$ cat src/backend_pkg.sv
`default_nettype none

package backend_pkg;

    localparam int XLEN = 32;
    localparam int REG_ADDR_W = 5;

    // 17-bit major opcodes, inst[31:15]
    localparam logic [16:0] OP_ADD_W = 17'h00020;
    localparam logic [16:0] OP_SUB_W = 17'h00022;
    localparam logic [16:0] OP_SLT   = 17'h00024;
    localparam logic [16:0] OP_AND   = 17'h00029;
    localparam logic [16:0] OP_OR    = 17'h0002a;
    localparam logic [16:0] OP_XOR   = 17'h0002b;

    // 2ri12 form, inst[31:22]
    localparam logic [9:0] OP_ADDI_W = 10'h00a;

    // 1ri20 form, inst[31:25]
    localparam logic [6:0] OP_LU12I_W = 7'h0a;

    // field positions
    localparam int RD_LSB = 0;
    localparam int RJ_LSB = 5;
    localparam int RK_LSB = 10;
    localparam int SI12_LSB = 10;
    localparam int SI20_LSB = 5;

    typedef enum logic [2:0] {
        ALU_ADD,
        ALU_SUB,
        ALU_SLT,
        ALU_AND,
        ALU_OR,
        ALU_XOR,
        ALU_LUI,
        ALU_NOP
    } alu_op_t;

endpackage

`default_nettype wire

$ cat src/backend.sv
`timescale 1ns/1ps
`default_nettype none

module backend
    import backend_pkg::*;
(
    input  logic                  clk,
    input  logic                  rst_i,

    input  logic                  inst_valid_i,
    input  logic [XLEN-1:0]       inst_i,
    input  logic [XLEN-1:0]       pc_i,

    output logic [XLEN-1:0]       debug_wb_pc_o,
    output logic [XLEN-1:0]       debug_wb_inst_o,
    output logic [3:0]            debug_wb_rf_wen_o,
    output logic [REG_ADDR_W-1:0] debug_wb_rf_wnum_o,
    output logic [XLEN-1:0]       debug_wb_rf_wdata_o,
    output logic                  debug_wb_ine_o
);

    // id
    logic                  id_valid;
    logic [XLEN-1:0]       id_pc;
    logic [XLEN-1:0]       id_inst;
    alu_op_t               id_alu_op;
    logic [REG_ADDR_W-1:0] id_rj;
    logic [REG_ADDR_W-1:0] id_rk;
    logic [REG_ADDR_W-1:0] id_rd;
    logic [XLEN-1:0]       id_imm;
    logic                  id_use_imm;
    logic                  id_reg_write;
    logic                  id_ine;

    // regfile
    logic [REG_ADDR_W-1:0] rf_raddr1;
    logic [REG_ADDR_W-1:0] rf_raddr2;
    logic [XLEN-1:0]       rf_rdata1;
    logic [XLEN-1:0]       rf_rdata2;

    // dispatch to ex
    logic                  ex_valid;
    logic [XLEN-1:0]       ex_pc;
    logic [XLEN-1:0]       ex_inst;
    alu_op_t               ex_alu_op;
    logic [XLEN-1:0]       ex_src1;
    logic [XLEN-1:0]       ex_src2;
    logic [REG_ADDR_W-1:0] ex_rd;
    logic                  ex_reg_write;
    logic                  ex_ine;

    // forwarding and wb
    logic                  ex_fwd_we;
    logic [REG_ADDR_W-1:0] ex_fwd_waddr;
    logic [XLEN-1:0]       ex_fwd_wdata;
    logic                  wb_valid;
    logic                  wb_we;
    logic [REG_ADDR_W-1:0] wb_waddr;
    logic [XLEN-1:0]       wb_wdata;

    id u_id (
        .inst_valid_i(inst_valid_i),
        .inst_i      (inst_i),
        .pc_i        (pc_i),
        .valid_o     (id_valid),
        .pc_o        (id_pc),
        .inst_o      (id_inst),
        .alu_op_o    (id_alu_op),
        .rj_o        (id_rj),
        .rk_o        (id_rk),
        .rd_o        (id_rd),
        .imm_o       (id_imm),
        .use_imm_o   (id_use_imm),
        .reg_write_o (id_reg_write),
        .ine_o       (id_ine)
    );

    dispatch u_dispatch (
        .clk,
        .rst_i,
        .valid_i       (id_valid),
        .pc_i          (id_pc),
        .inst_i        (id_inst),
        .alu_op_i      (id_alu_op),
        .rj_i          (id_rj),
        .rk_i          (id_rk),
        .rd_i          (id_rd),
        .imm_i         (id_imm),
        .use_imm_i     (id_use_imm),
        .reg_write_i   (id_reg_write),
        .ine_i         (id_ine),
        .rf_raddr1_o   (rf_raddr1),
        .rf_raddr2_o   (rf_raddr2),
        .rf_rdata1_i   (rf_rdata1),
        .rf_rdata2_i   (rf_rdata2),
        .ex_fwd_we_i   (ex_fwd_we),
        .ex_fwd_waddr_i(ex_fwd_waddr),
        .ex_fwd_wdata_i(ex_fwd_wdata),
        .wb_fwd_we_i   (wb_we),
        .wb_fwd_waddr_i(wb_waddr),
        .wb_fwd_wdata_i(wb_wdata),
        .ex_valid_o    (ex_valid),
        .ex_pc_o       (ex_pc),
        .ex_inst_o     (ex_inst),
        .ex_alu_op_o   (ex_alu_op),
        .ex_src1_o     (ex_src1),
        .ex_src2_o     (ex_src2),
        .ex_rd_o       (ex_rd),
        .ex_reg_write_o(ex_reg_write),
        .ex_ine_o      (ex_ine)
    );

    regfile u_regfile (
        .clk,
        .rst_i,
        .raddr1_i(rf_raddr1),
        .raddr2_i(rf_raddr2),
        .rdata1_o(rf_rdata1),
        .rdata2_o(rf_rdata2),
        .we_i    (wb_we),
        .waddr_i (wb_waddr),
        .wdata_i (wb_wdata)
    );

    ex u_ex (
        .clk,
        .rst_i,
        .ex_valid_i    (ex_valid),
        .ex_pc_i       (ex_pc),
        .ex_inst_i     (ex_inst),
        .ex_alu_op_i   (ex_alu_op),
        .ex_src1_i     (ex_src1),
        .ex_src2_i     (ex_src2),
        .ex_rd_i       (ex_rd),
        .ex_reg_write_i(ex_reg_write),
        .ex_ine_i      (ex_ine),
        .fwd_we_o      (ex_fwd_we),
        .fwd_waddr_o   (ex_fwd_waddr),
        .fwd_wdata_o   (ex_fwd_wdata),
        .wb_valid_o    (wb_valid),
        .wb_pc_o       (debug_wb_pc_o),
        .wb_inst_o     (debug_wb_inst_o),
        .wb_we_o       (wb_we),
        .wb_waddr_o    (wb_waddr),
        .wb_wdata_o    (wb_wdata),
        .wb_ine_o      (debug_wb_ine_o)
    );

    // writes to r0 are not reported
    assign debug_wb_rf_wen_o   = {4{wb_valid & wb_we & (wb_waddr != '0)}};
    assign debug_wb_rf_wnum_o  = wb_waddr;
    assign debug_wb_rf_wdata_o = wb_wdata;

endmodule

`default_nettype wire

$ cat src/dispatch.sv
`timescale 1ns/1ps
`default_nettype none

module dispatch
    import backend_pkg::*;
(
    input  logic                  clk,
    input  logic                  rst_i,

    input  logic                  valid_i,
    input  logic [XLEN-1:0]       pc_i,
    input  logic [XLEN-1:0]       inst_i,
    input  alu_op_t               alu_op_i,
    input  logic [REG_ADDR_W-1:0] rj_i,
    input  logic [REG_ADDR_W-1:0] rk_i,
    input  logic [REG_ADDR_W-1:0] rd_i,
    input  logic [XLEN-1:0]       imm_i,
    input  logic                  use_imm_i,
    input  logic                  reg_write_i,
    input  logic                  ine_i,

    output logic [REG_ADDR_W-1:0] rf_raddr1_o,
    output logic [REG_ADDR_W-1:0] rf_raddr2_o,
    input  logic [XLEN-1:0]       rf_rdata1_i,
    input  logic [XLEN-1:0]       rf_rdata2_i,

    input  logic                  ex_fwd_we_i,
    input  logic [REG_ADDR_W-1:0] ex_fwd_waddr_i,
    input  logic [XLEN-1:0]       ex_fwd_wdata_i,
    input  logic                  wb_fwd_we_i,
    input  logic [REG_ADDR_W-1:0] wb_fwd_waddr_i,
    input  logic [XLEN-1:0]       wb_fwd_wdata_i,

    output logic                  ex_valid_o,
    output logic [XLEN-1:0]       ex_pc_o,
    output logic [XLEN-1:0]       ex_inst_o,
    output alu_op_t               ex_alu_op_o,
    output logic [XLEN-1:0]       ex_src1_o,
    output logic [XLEN-1:0]       ex_src2_o,
    output logic [REG_ADDR_W-1:0] ex_rd_o,
    output logic                  ex_reg_write_o,
    output logic                  ex_ine_o
);

    logic [XLEN-1:0] src1;
    logic [XLEN-1:0] rk_val;
    logic [XLEN-1:0] src2;

    // newest value wins: ex, then wb, then regfile
    function automatic logic [XLEN-1:0] fwd_pick(input logic [REG_ADDR_W-1:0] addr,
                                                 input logic [XLEN-1:0]       rf_data);
        logic [XLEN-1:0] value;
        if (addr == '0) begin
            value = '0;
        end else if (ex_fwd_we_i && ex_fwd_waddr_i == addr) begin
            value = ex_fwd_wdata_i;
        end else if (wb_fwd_we_i && wb_fwd_waddr_i == addr) begin
            value = wb_fwd_wdata_i;
        end else begin
            value = rf_data;
        end
        return value;
    endfunction

    assign rf_raddr1_o = rj_i;
    assign rf_raddr2_o = rk_i;

    assign src1   = fwd_pick(rj_i, rf_rdata1_i);
    assign rk_val = fwd_pick(rk_i, rf_rdata2_i);
    assign src2   = use_imm_i ? imm_i : rk_val;

    always_ff @(posedge clk) begin
        if (rst_i) begin
            ex_valid_o     <= 1'b0;
            ex_reg_write_o <= 1'b0;
            ex_ine_o       <= 1'b0;
        end else begin
            ex_valid_o     <= valid_i;
            ex_reg_write_o <= valid_i & reg_write_i;
            ex_ine_o       <= valid_i & ine_i;
        end
    end

    always_ff @(posedge clk) begin
        ex_pc_o     <= pc_i;
        ex_inst_o   <= inst_i;
        ex_alu_op_o <= alu_op_i;
        ex_src1_o   <= src1;
        ex_src2_o   <= src2;
        ex_rd_o     <= rd_i;
    end

endmodule

`default_nettype wire

$ cat src/ex.sv
`timescale 1ns/1ps
`default_nettype none

module ex
    import backend_pkg::*;
(
    input  logic                  clk,
    input  logic                  rst_i,

    input  logic                  ex_valid_i,
    input  logic [XLEN-1:0]       ex_pc_i,
    input  logic [XLEN-1:0]       ex_inst_i,
    input  alu_op_t               ex_alu_op_i,
    input  logic [XLEN-1:0]       ex_src1_i,
    input  logic [XLEN-1:0]       ex_src2_i,
    input  logic [REG_ADDR_W-1:0] ex_rd_i,
    input  logic                  ex_reg_write_i,
    input  logic                  ex_ine_i,

    output logic                  fwd_we_o,
    output logic [REG_ADDR_W-1:0] fwd_waddr_o,
    output logic [XLEN-1:0]       fwd_wdata_o,

    output logic                  wb_valid_o,
    output logic [XLEN-1:0]       wb_pc_o,
    output logic [XLEN-1:0]       wb_inst_o,
    output logic                  wb_we_o,
    output logic [REG_ADDR_W-1:0] wb_waddr_o,
    output logic [XLEN-1:0]       wb_wdata_o,
    output logic                  wb_ine_o
);

    logic [XLEN-1:0] result;
    logic            less;

    assign less = $signed(ex_src1_i) < $signed(ex_src2_i);

    always_comb begin
        case (ex_alu_op_i)
            ALU_ADD: result = ex_src1_i + ex_src2_i;
            ALU_SUB: result = ex_src1_i - ex_src2_i;
            ALU_SLT: result = {{(XLEN-1){1'b0}}, less};
            ALU_AND: result = ex_src1_i & ex_src2_i;
            ALU_OR:  result = ex_src1_i | ex_src2_i;
            ALU_XOR: result = ex_src1_i ^ ex_src2_i;
            // immediate already shifted by the decoder
            ALU_LUI: result = ex_src2_i;
            default: result = '0;
        endcase
    end

    assign fwd_we_o    = ex_valid_i & ex_reg_write_i;
    assign fwd_waddr_o = ex_rd_i;
    assign fwd_wdata_o = result;

    always_ff @(posedge clk) begin
        if (rst_i) begin
            wb_valid_o <= 1'b0;
            wb_we_o    <= 1'b0;
            wb_ine_o   <= 1'b0;
        end else begin
            wb_valid_o <= ex_valid_i;
            wb_we_o    <= ex_valid_i & ex_reg_write_i;
            wb_ine_o   <= ex_valid_i & ex_ine_i;
        end
    end

    always_ff @(posedge clk) begin
        wb_pc_o    <= ex_pc_i;
        wb_inst_o  <= ex_inst_i;
        wb_waddr_o <= ex_rd_i;
        wb_wdata_o <= result;
    end

endmodule

`default_nettype wire

$ cat src/id.sv
`timescale 1ns/1ps
`default_nettype none

module id
    import backend_pkg::*;
(
    input  logic                  inst_valid_i,
    input  logic [XLEN-1:0]       inst_i,
    input  logic [XLEN-1:0]       pc_i,

    output logic                  valid_o,
    output logic [XLEN-1:0]       pc_o,
    output logic [XLEN-1:0]       inst_o,
    output alu_op_t               alu_op_o,
    output logic [REG_ADDR_W-1:0] rj_o,
    output logic [REG_ADDR_W-1:0] rk_o,
    output logic [REG_ADDR_W-1:0] rd_o,
    output logic [XLEN-1:0]       imm_o,
    output logic                  use_imm_o,
    output logic                  reg_write_o,
    output logic                  ine_o
);

    logic            legal;
    logic [XLEN-1:0] imm_si12;
    logic [XLEN-1:0] imm_ui20;

    assign valid_o = inst_valid_i;
    assign pc_o    = pc_i;
    assign inst_o  = inst_i;

    assign rd_o = inst_i[RD_LSB +: REG_ADDR_W];
    assign rj_o = inst_i[RJ_LSB +: REG_ADDR_W];
    assign rk_o = inst_i[RK_LSB +: REG_ADDR_W];

    assign imm_si12 = {{(XLEN-12){inst_i[SI12_LSB+11]}}, inst_i[SI12_LSB +: 12]};
    // lu12i.w value lands in the upper 20 bits
    assign imm_ui20 = {inst_i[SI20_LSB +: 20], 12'b0};

    always_comb begin
        alu_op_o  = ALU_NOP;
        use_imm_o = 1'b0;
        imm_o     = imm_si12;
        legal     = 1'b1;
        if (inst_i[31:15] == OP_ADD_W) begin
            alu_op_o = ALU_ADD;
        end else if (inst_i[31:15] == OP_SUB_W) begin
            alu_op_o = ALU_SUB;
        end else if (inst_i[31:15] == OP_SLT) begin
            alu_op_o = ALU_SLT;
        end else if (inst_i[31:15] == OP_AND) begin
            alu_op_o = ALU_AND;
        end else if (inst_i[31:15] == OP_OR) begin
            alu_op_o = ALU_OR;
        end else if (inst_i[31:15] == OP_XOR) begin
            alu_op_o = ALU_XOR;
        end else if (inst_i[31:22] == OP_ADDI_W) begin
            alu_op_o  = ALU_ADD;
            use_imm_o = 1'b1;
        end else if (inst_i[31:25] == OP_LU12I_W) begin
            alu_op_o  = ALU_LUI;
            use_imm_o = 1'b1;
            imm_o     = imm_ui20;
        end else begin
            legal = 1'b0;
        end
    end

    assign reg_write_o = legal;
    // only a real instruction can be illegal
    assign ine_o = inst_valid_i & ~legal;

endmodule

`default_nettype wire

$ cat src/regfile.sv
`timescale 1ns/1ps
`default_nettype none

module regfile
    import backend_pkg::*;
(
    input  logic                  clk,
    input  logic                  rst_i,

    input  logic [REG_ADDR_W-1:0] raddr1_i,
    input  logic [REG_ADDR_W-1:0] raddr2_i,
    output logic [XLEN-1:0]       rdata1_o,
    output logic [XLEN-1:0]       rdata2_o,

    input  logic                  we_i,
    input  logic [REG_ADDR_W-1:0] waddr_i,
    input  logic [XLEN-1:0]       wdata_i
);

    logic [XLEN-1:0] regs [2**REG_ADDR_W];

    always_ff @(posedge clk) begin
        if (rst_i) begin
            for (int i = 0; i < 2**REG_ADDR_W; i++) begin
                regs[i] <= '0;
            end
        end else if (we_i && waddr_i != '0) begin
            regs[waddr_i] <= wdata_i;
        end
    end

    // r0 is hardwired
    assign rdata1_o = (raddr1_i == '0) ? '0 : regs[raddr1_i];
    assign rdata2_o = (raddr2_i == '0) ? '0 : regs[raddr2_i];

endmodule

`default_nettype wire

$ cat config.mk
export PLATFORM = sky130hd
export DESIGN_NAME = backend
export DESIGN_NICKNAME = d
export VERILOG_FILES = /design/src/backend_pkg.sv /design/src/backend.sv /design/src/dispatch.sv /design/src/ex.sv /design/src/id.sv /design/src/regfile.sv
export SDC_FILE = /design/constraint.sdc
export NUM_CORES = 2
export LEC_CHECK = 0
export BUFFER_PORTS_ARGS = -buffer_cell sky130_fd_sc_hd__buf_4
export CORE_MARGIN = 1
export CORE_UTILIZATION = 35
export DETAILED_ROUTE_END_ITERATION = 8
export GPL_TIMING_DRIVEN = 0
export PLACE_DENSITY_LB_ADDON = 0.3
export SLEW_MARGIN = 20
export SYNTH_ARGS = -nofsm -noshare
export SYNTH_HDL_FRONTEND = slang
export SYNTH_HIERARCHICAL = 1
export SYNTH_SLANG_ARGS = --single-unit
$ cat constraint.sdc
create_clock -name clk -period 3.3 [get_ports clk]
set_input_delay 0.495 -clock clk [delete_from_list [all_inputs] [get_ports clk]]
set_output_delay 0.495 -clock clk [all_outputs]
set_load 0.02 [all_outputs]
==> impl_metrics.toml <==
[clock_network]
htree_levels = 4
cts.path.max_buffers = 3
clk_latency_ps = 840
cts_tree = "built"
clkTransAtPathRegs_ps = 60
cts_buffers = 153
cts.sinks = 1267
cts-root-buf = "clkbuf_16"

[yosys]
synthDistinctLibCells = 99
synth_async_sr_flop_share_pct = 0
yosys_warnings = 6
synth_area_um2 = 68500
synthCells = 5249
synth_seq_area_share_pct = 52.0
avgSynthCellArea_um2 = 13.0
ys.flop_type = "edfxtp_1"
ys_seq_elements = 1267
synth-edff-count = 1024

[layout]
fin_cells = 8381
area_growth_pct = 20.1
seq_area_um2 = 35700
multi_input_area_um2 = 31600
num-fill-cells = 17800
final_cell_mix = "edfxtp_1 (1024), and2_1 (1012), mux4_2 (390)"
drive_gt1_share_pct = 27.2
nNetsFinal = 5894
layout_commonest_cell = "edfxtp_1"

[worst_setup_path]
cp_data_required_time_ps = 4030
end_kind = "flip-flop"
path_class = "primary input to flip-flop"
crit_path_start_kind = "primary input"
arrival_ps = 4270
crit_fanout = 10
cp_common_cell = "buf_4"
slowest_delay_ps = 780
cp_slowest_cell = "or3b_2"
crit_chain = "buf_4 -> buf_4 -> buf_4 -> buf_2 -> or3b_2 -> clkdlybuf4s15_2 -> o22ai_1 -> a2111oi_4 -> nor3_2 -> mux2i_1 -> o221ai_2"

[floorplanning]
chipWidth_um = 444
initial_utilization_pct = 35.4
fp.dieArea_um2 = 197000
boundaryPins = 173
core_area_um2 = 193000
row_count = 161
die_h_um = 444

[timing]
rsz0062_at_grt = "true"
hold_slack_ps = 136
period_share_pct = 107
setup-tns-final_ps = -11660
hold_viol = 0
tightest_slew_ps = 1300
setup_viol_count_final = 151
skew_ps = 30.8
final-max-slew-violation-count = 0
finalCriticalPeriod_ps = 3530
relSlewSlack_pct = 13.0
max_freq_mhz = 283
worst_slack_ps = -230

[power_and_ir_drop]
combPwrFrac_pct = 18.4
clockPowerShare_pct = 39.5
p_leak_uw = 0.0304
seqPwrFrac_pct = 42.1
p_sw_uw = 13100
swShare_pct = 29.5
peakVddDrop_uv = 592
power.density_nw_per_um2 = 541
internal-power_uw = 31300

[worst_hold_path]
hp-class = "primary input to flip-flop"

[status]
outcome = "finished with violations"
violations = "negative setup slack"

[global_route]
met1_usage_pct = 37.2
use_met2_pct = 43.3
grt_max_degree = 33
grt_pass1_wl_um = 405000
antenna_found_initial = 9
overflow = 0
grt_use_met3_pct = 10.0
busiest_layer = "met2"
grt_usage_pct = 29.8
grt_pass1_vias = 49500

[route]
firstDrtPassIters = 6
drt-initial-drc-count = 7986
drcViolationCount = 0
via_per_inst = 6.15
wl_per_cell_um = 36.1
route.vias.total = 51500
antenna_left = 0
drt_wl_total_um = 302000

[placed_design]
portBuffers = 135
gp_congestion = 1.02
place_inst = 7960
dp_hpwl_um = 211000

[flow_run]
maxCapViolations = 0
==> cells in the mapped netlist, types with 43 or more instances <==
cell      number  area share, %
mux2i_1      359            5.2
mux4_2       390             13
nor2_1       157           0.86
and2_1      1013            9.3
a22o_1        53           0.68
nor2b_1       71           0.65
o22ai_1       73           0.67
a211oi_1      43           0.47
buf_4        136            1.5
a21oi_1      121           0.88
nor3_1        61           0.45
dfxtp_1      243            7.1
nand2_1      106           0.58
clkbuf_1     326            1.8
inv_1        128           0.70
edfxtp_1    1024             45
o21ai_0       75           0.55
a22oi_1      102            1.1
ha_1         102            1.9
buf_2         70           0.51
==> worst max-delay path, delay by kind of cell <==
family                 cells  cell delay, ps
AND/OR/NAND/NOR            2            1490
buffers and inverters      5            1260
AO/OA/AOI/OAI              3             680
multiplexers               1             300
==> power by group through the flow <==
stage                     Clock (uW)  Combinational, uW  Sequential (uW)
after floorplan                    0               3920            18600
after global placement             0               6500            18900
after detailed placement           0               6610            19000
after CTS                      17800               7450            18600
after global routing           18400               8390            18700
final                          17600               8170            18700
==> worst paths after layout <==
path	from	end	slack [ps]	cells after the start
worst max-delay path	inst_i[11]	u_dispatch/ex_src2_o[24]	-230	11
worst min-delay path	inst_i[10]	u_dispatch/ex_src2_o[17]	140	4
worst max register to register	u_dispatch/ex_src1_o[0]	u_dispatch/ex_src1_o[18]	-140	16
worst min register to register	u_dispatch/ex_inst_o[31]	u_ex/wb_inst_o[31]	320	0
==> routing by layer <==
layer,share of wire (%),vias up
li1,-,20600
met1,37,26300
met2,42,3745
met3,12,905
met4,8.1,14
met5,0.082,-
==> final cells by class <==
type                    count  area share (%)
inverters                 133           0.629
clock inverters            80            1.17
repair buffers            300            3.24
plain buffers             575            4.00
flip-flops and latches   1267            43.4
multi-input cells        3293            38.5
well taps                2526            3.84
clock buffers             202            5.22
diodes                      5          0.0152
==> flip-flops by register name (all words and copies together), names as in the netlist <==
name and cells:
u_ex/wb_waddr_o 5, u_dispatch/ex_inst_o 32, u_dispatch/ex_alu_op_o 3, u_dispatch/ex_src1_o 32, u_dispatch/ex_reg_write_o 1, u_dispatch/ex_src2_o 32
u_ex/wb_ine_o 1, u_ex/wb_we_o 1, u_dispatch/ex_ine_o 1, u_dispatch/ex_valid_o 1, u_regfile/regs 1024, u_ex/wb_wdata_o 32
u_ex/wb_pc_o 32, u_dispatch/ex_pc_o 32, u_dispatch/ex_rd_o 5, u_ex/wb_inst_o 32, u_ex/wb_valid_o 1
==> stage by stage <==
stage / power [uW] / setup WS, ps / util, % / instance area [um2]
CTS: 43800 / -295 / 42.0 / 81200
floorplan: 22600 / 114 / - / 68600
detailed placement: 25600 / -2280 / 37.9 / 73300
global placement: 25400 / -2930 / 37.6 / 72800
global route: 45500 / -220 / 42.5 / 82200
finish: 44500 / -230 / 42.5 / 82200
==> what timing repair did <==
| item | CTS | global route |
|---|---|---|
| hold endpoints to repair | 70 | 0 |
| endpoints found under the setup margin | 341 | 494 |
| resized for setup | 361 | 202 |
| buffers inserted | 48 | 34 |
| hold buffers | 65 | 0 |
| cloned | 0 | 0 |
| pin swaps | 80 | 85 |
==> kinds of logic (layout without fill, tap and decap cells) <==
family	Yosys count	count (layout)	share of synthesized area [%]
other cells	1	37	0.00548
fa+ha+maj	104	104	1.92
simple gates	1561	1561	13.3
buf+inv	720	1290	5.21
mux	779	779	18.6
compound gates	775	775	8.45
xor+xnor	42	42	0.537
flops	1267	1267	52.0
No activity file was read; power rests on OpenSTA's default activity.
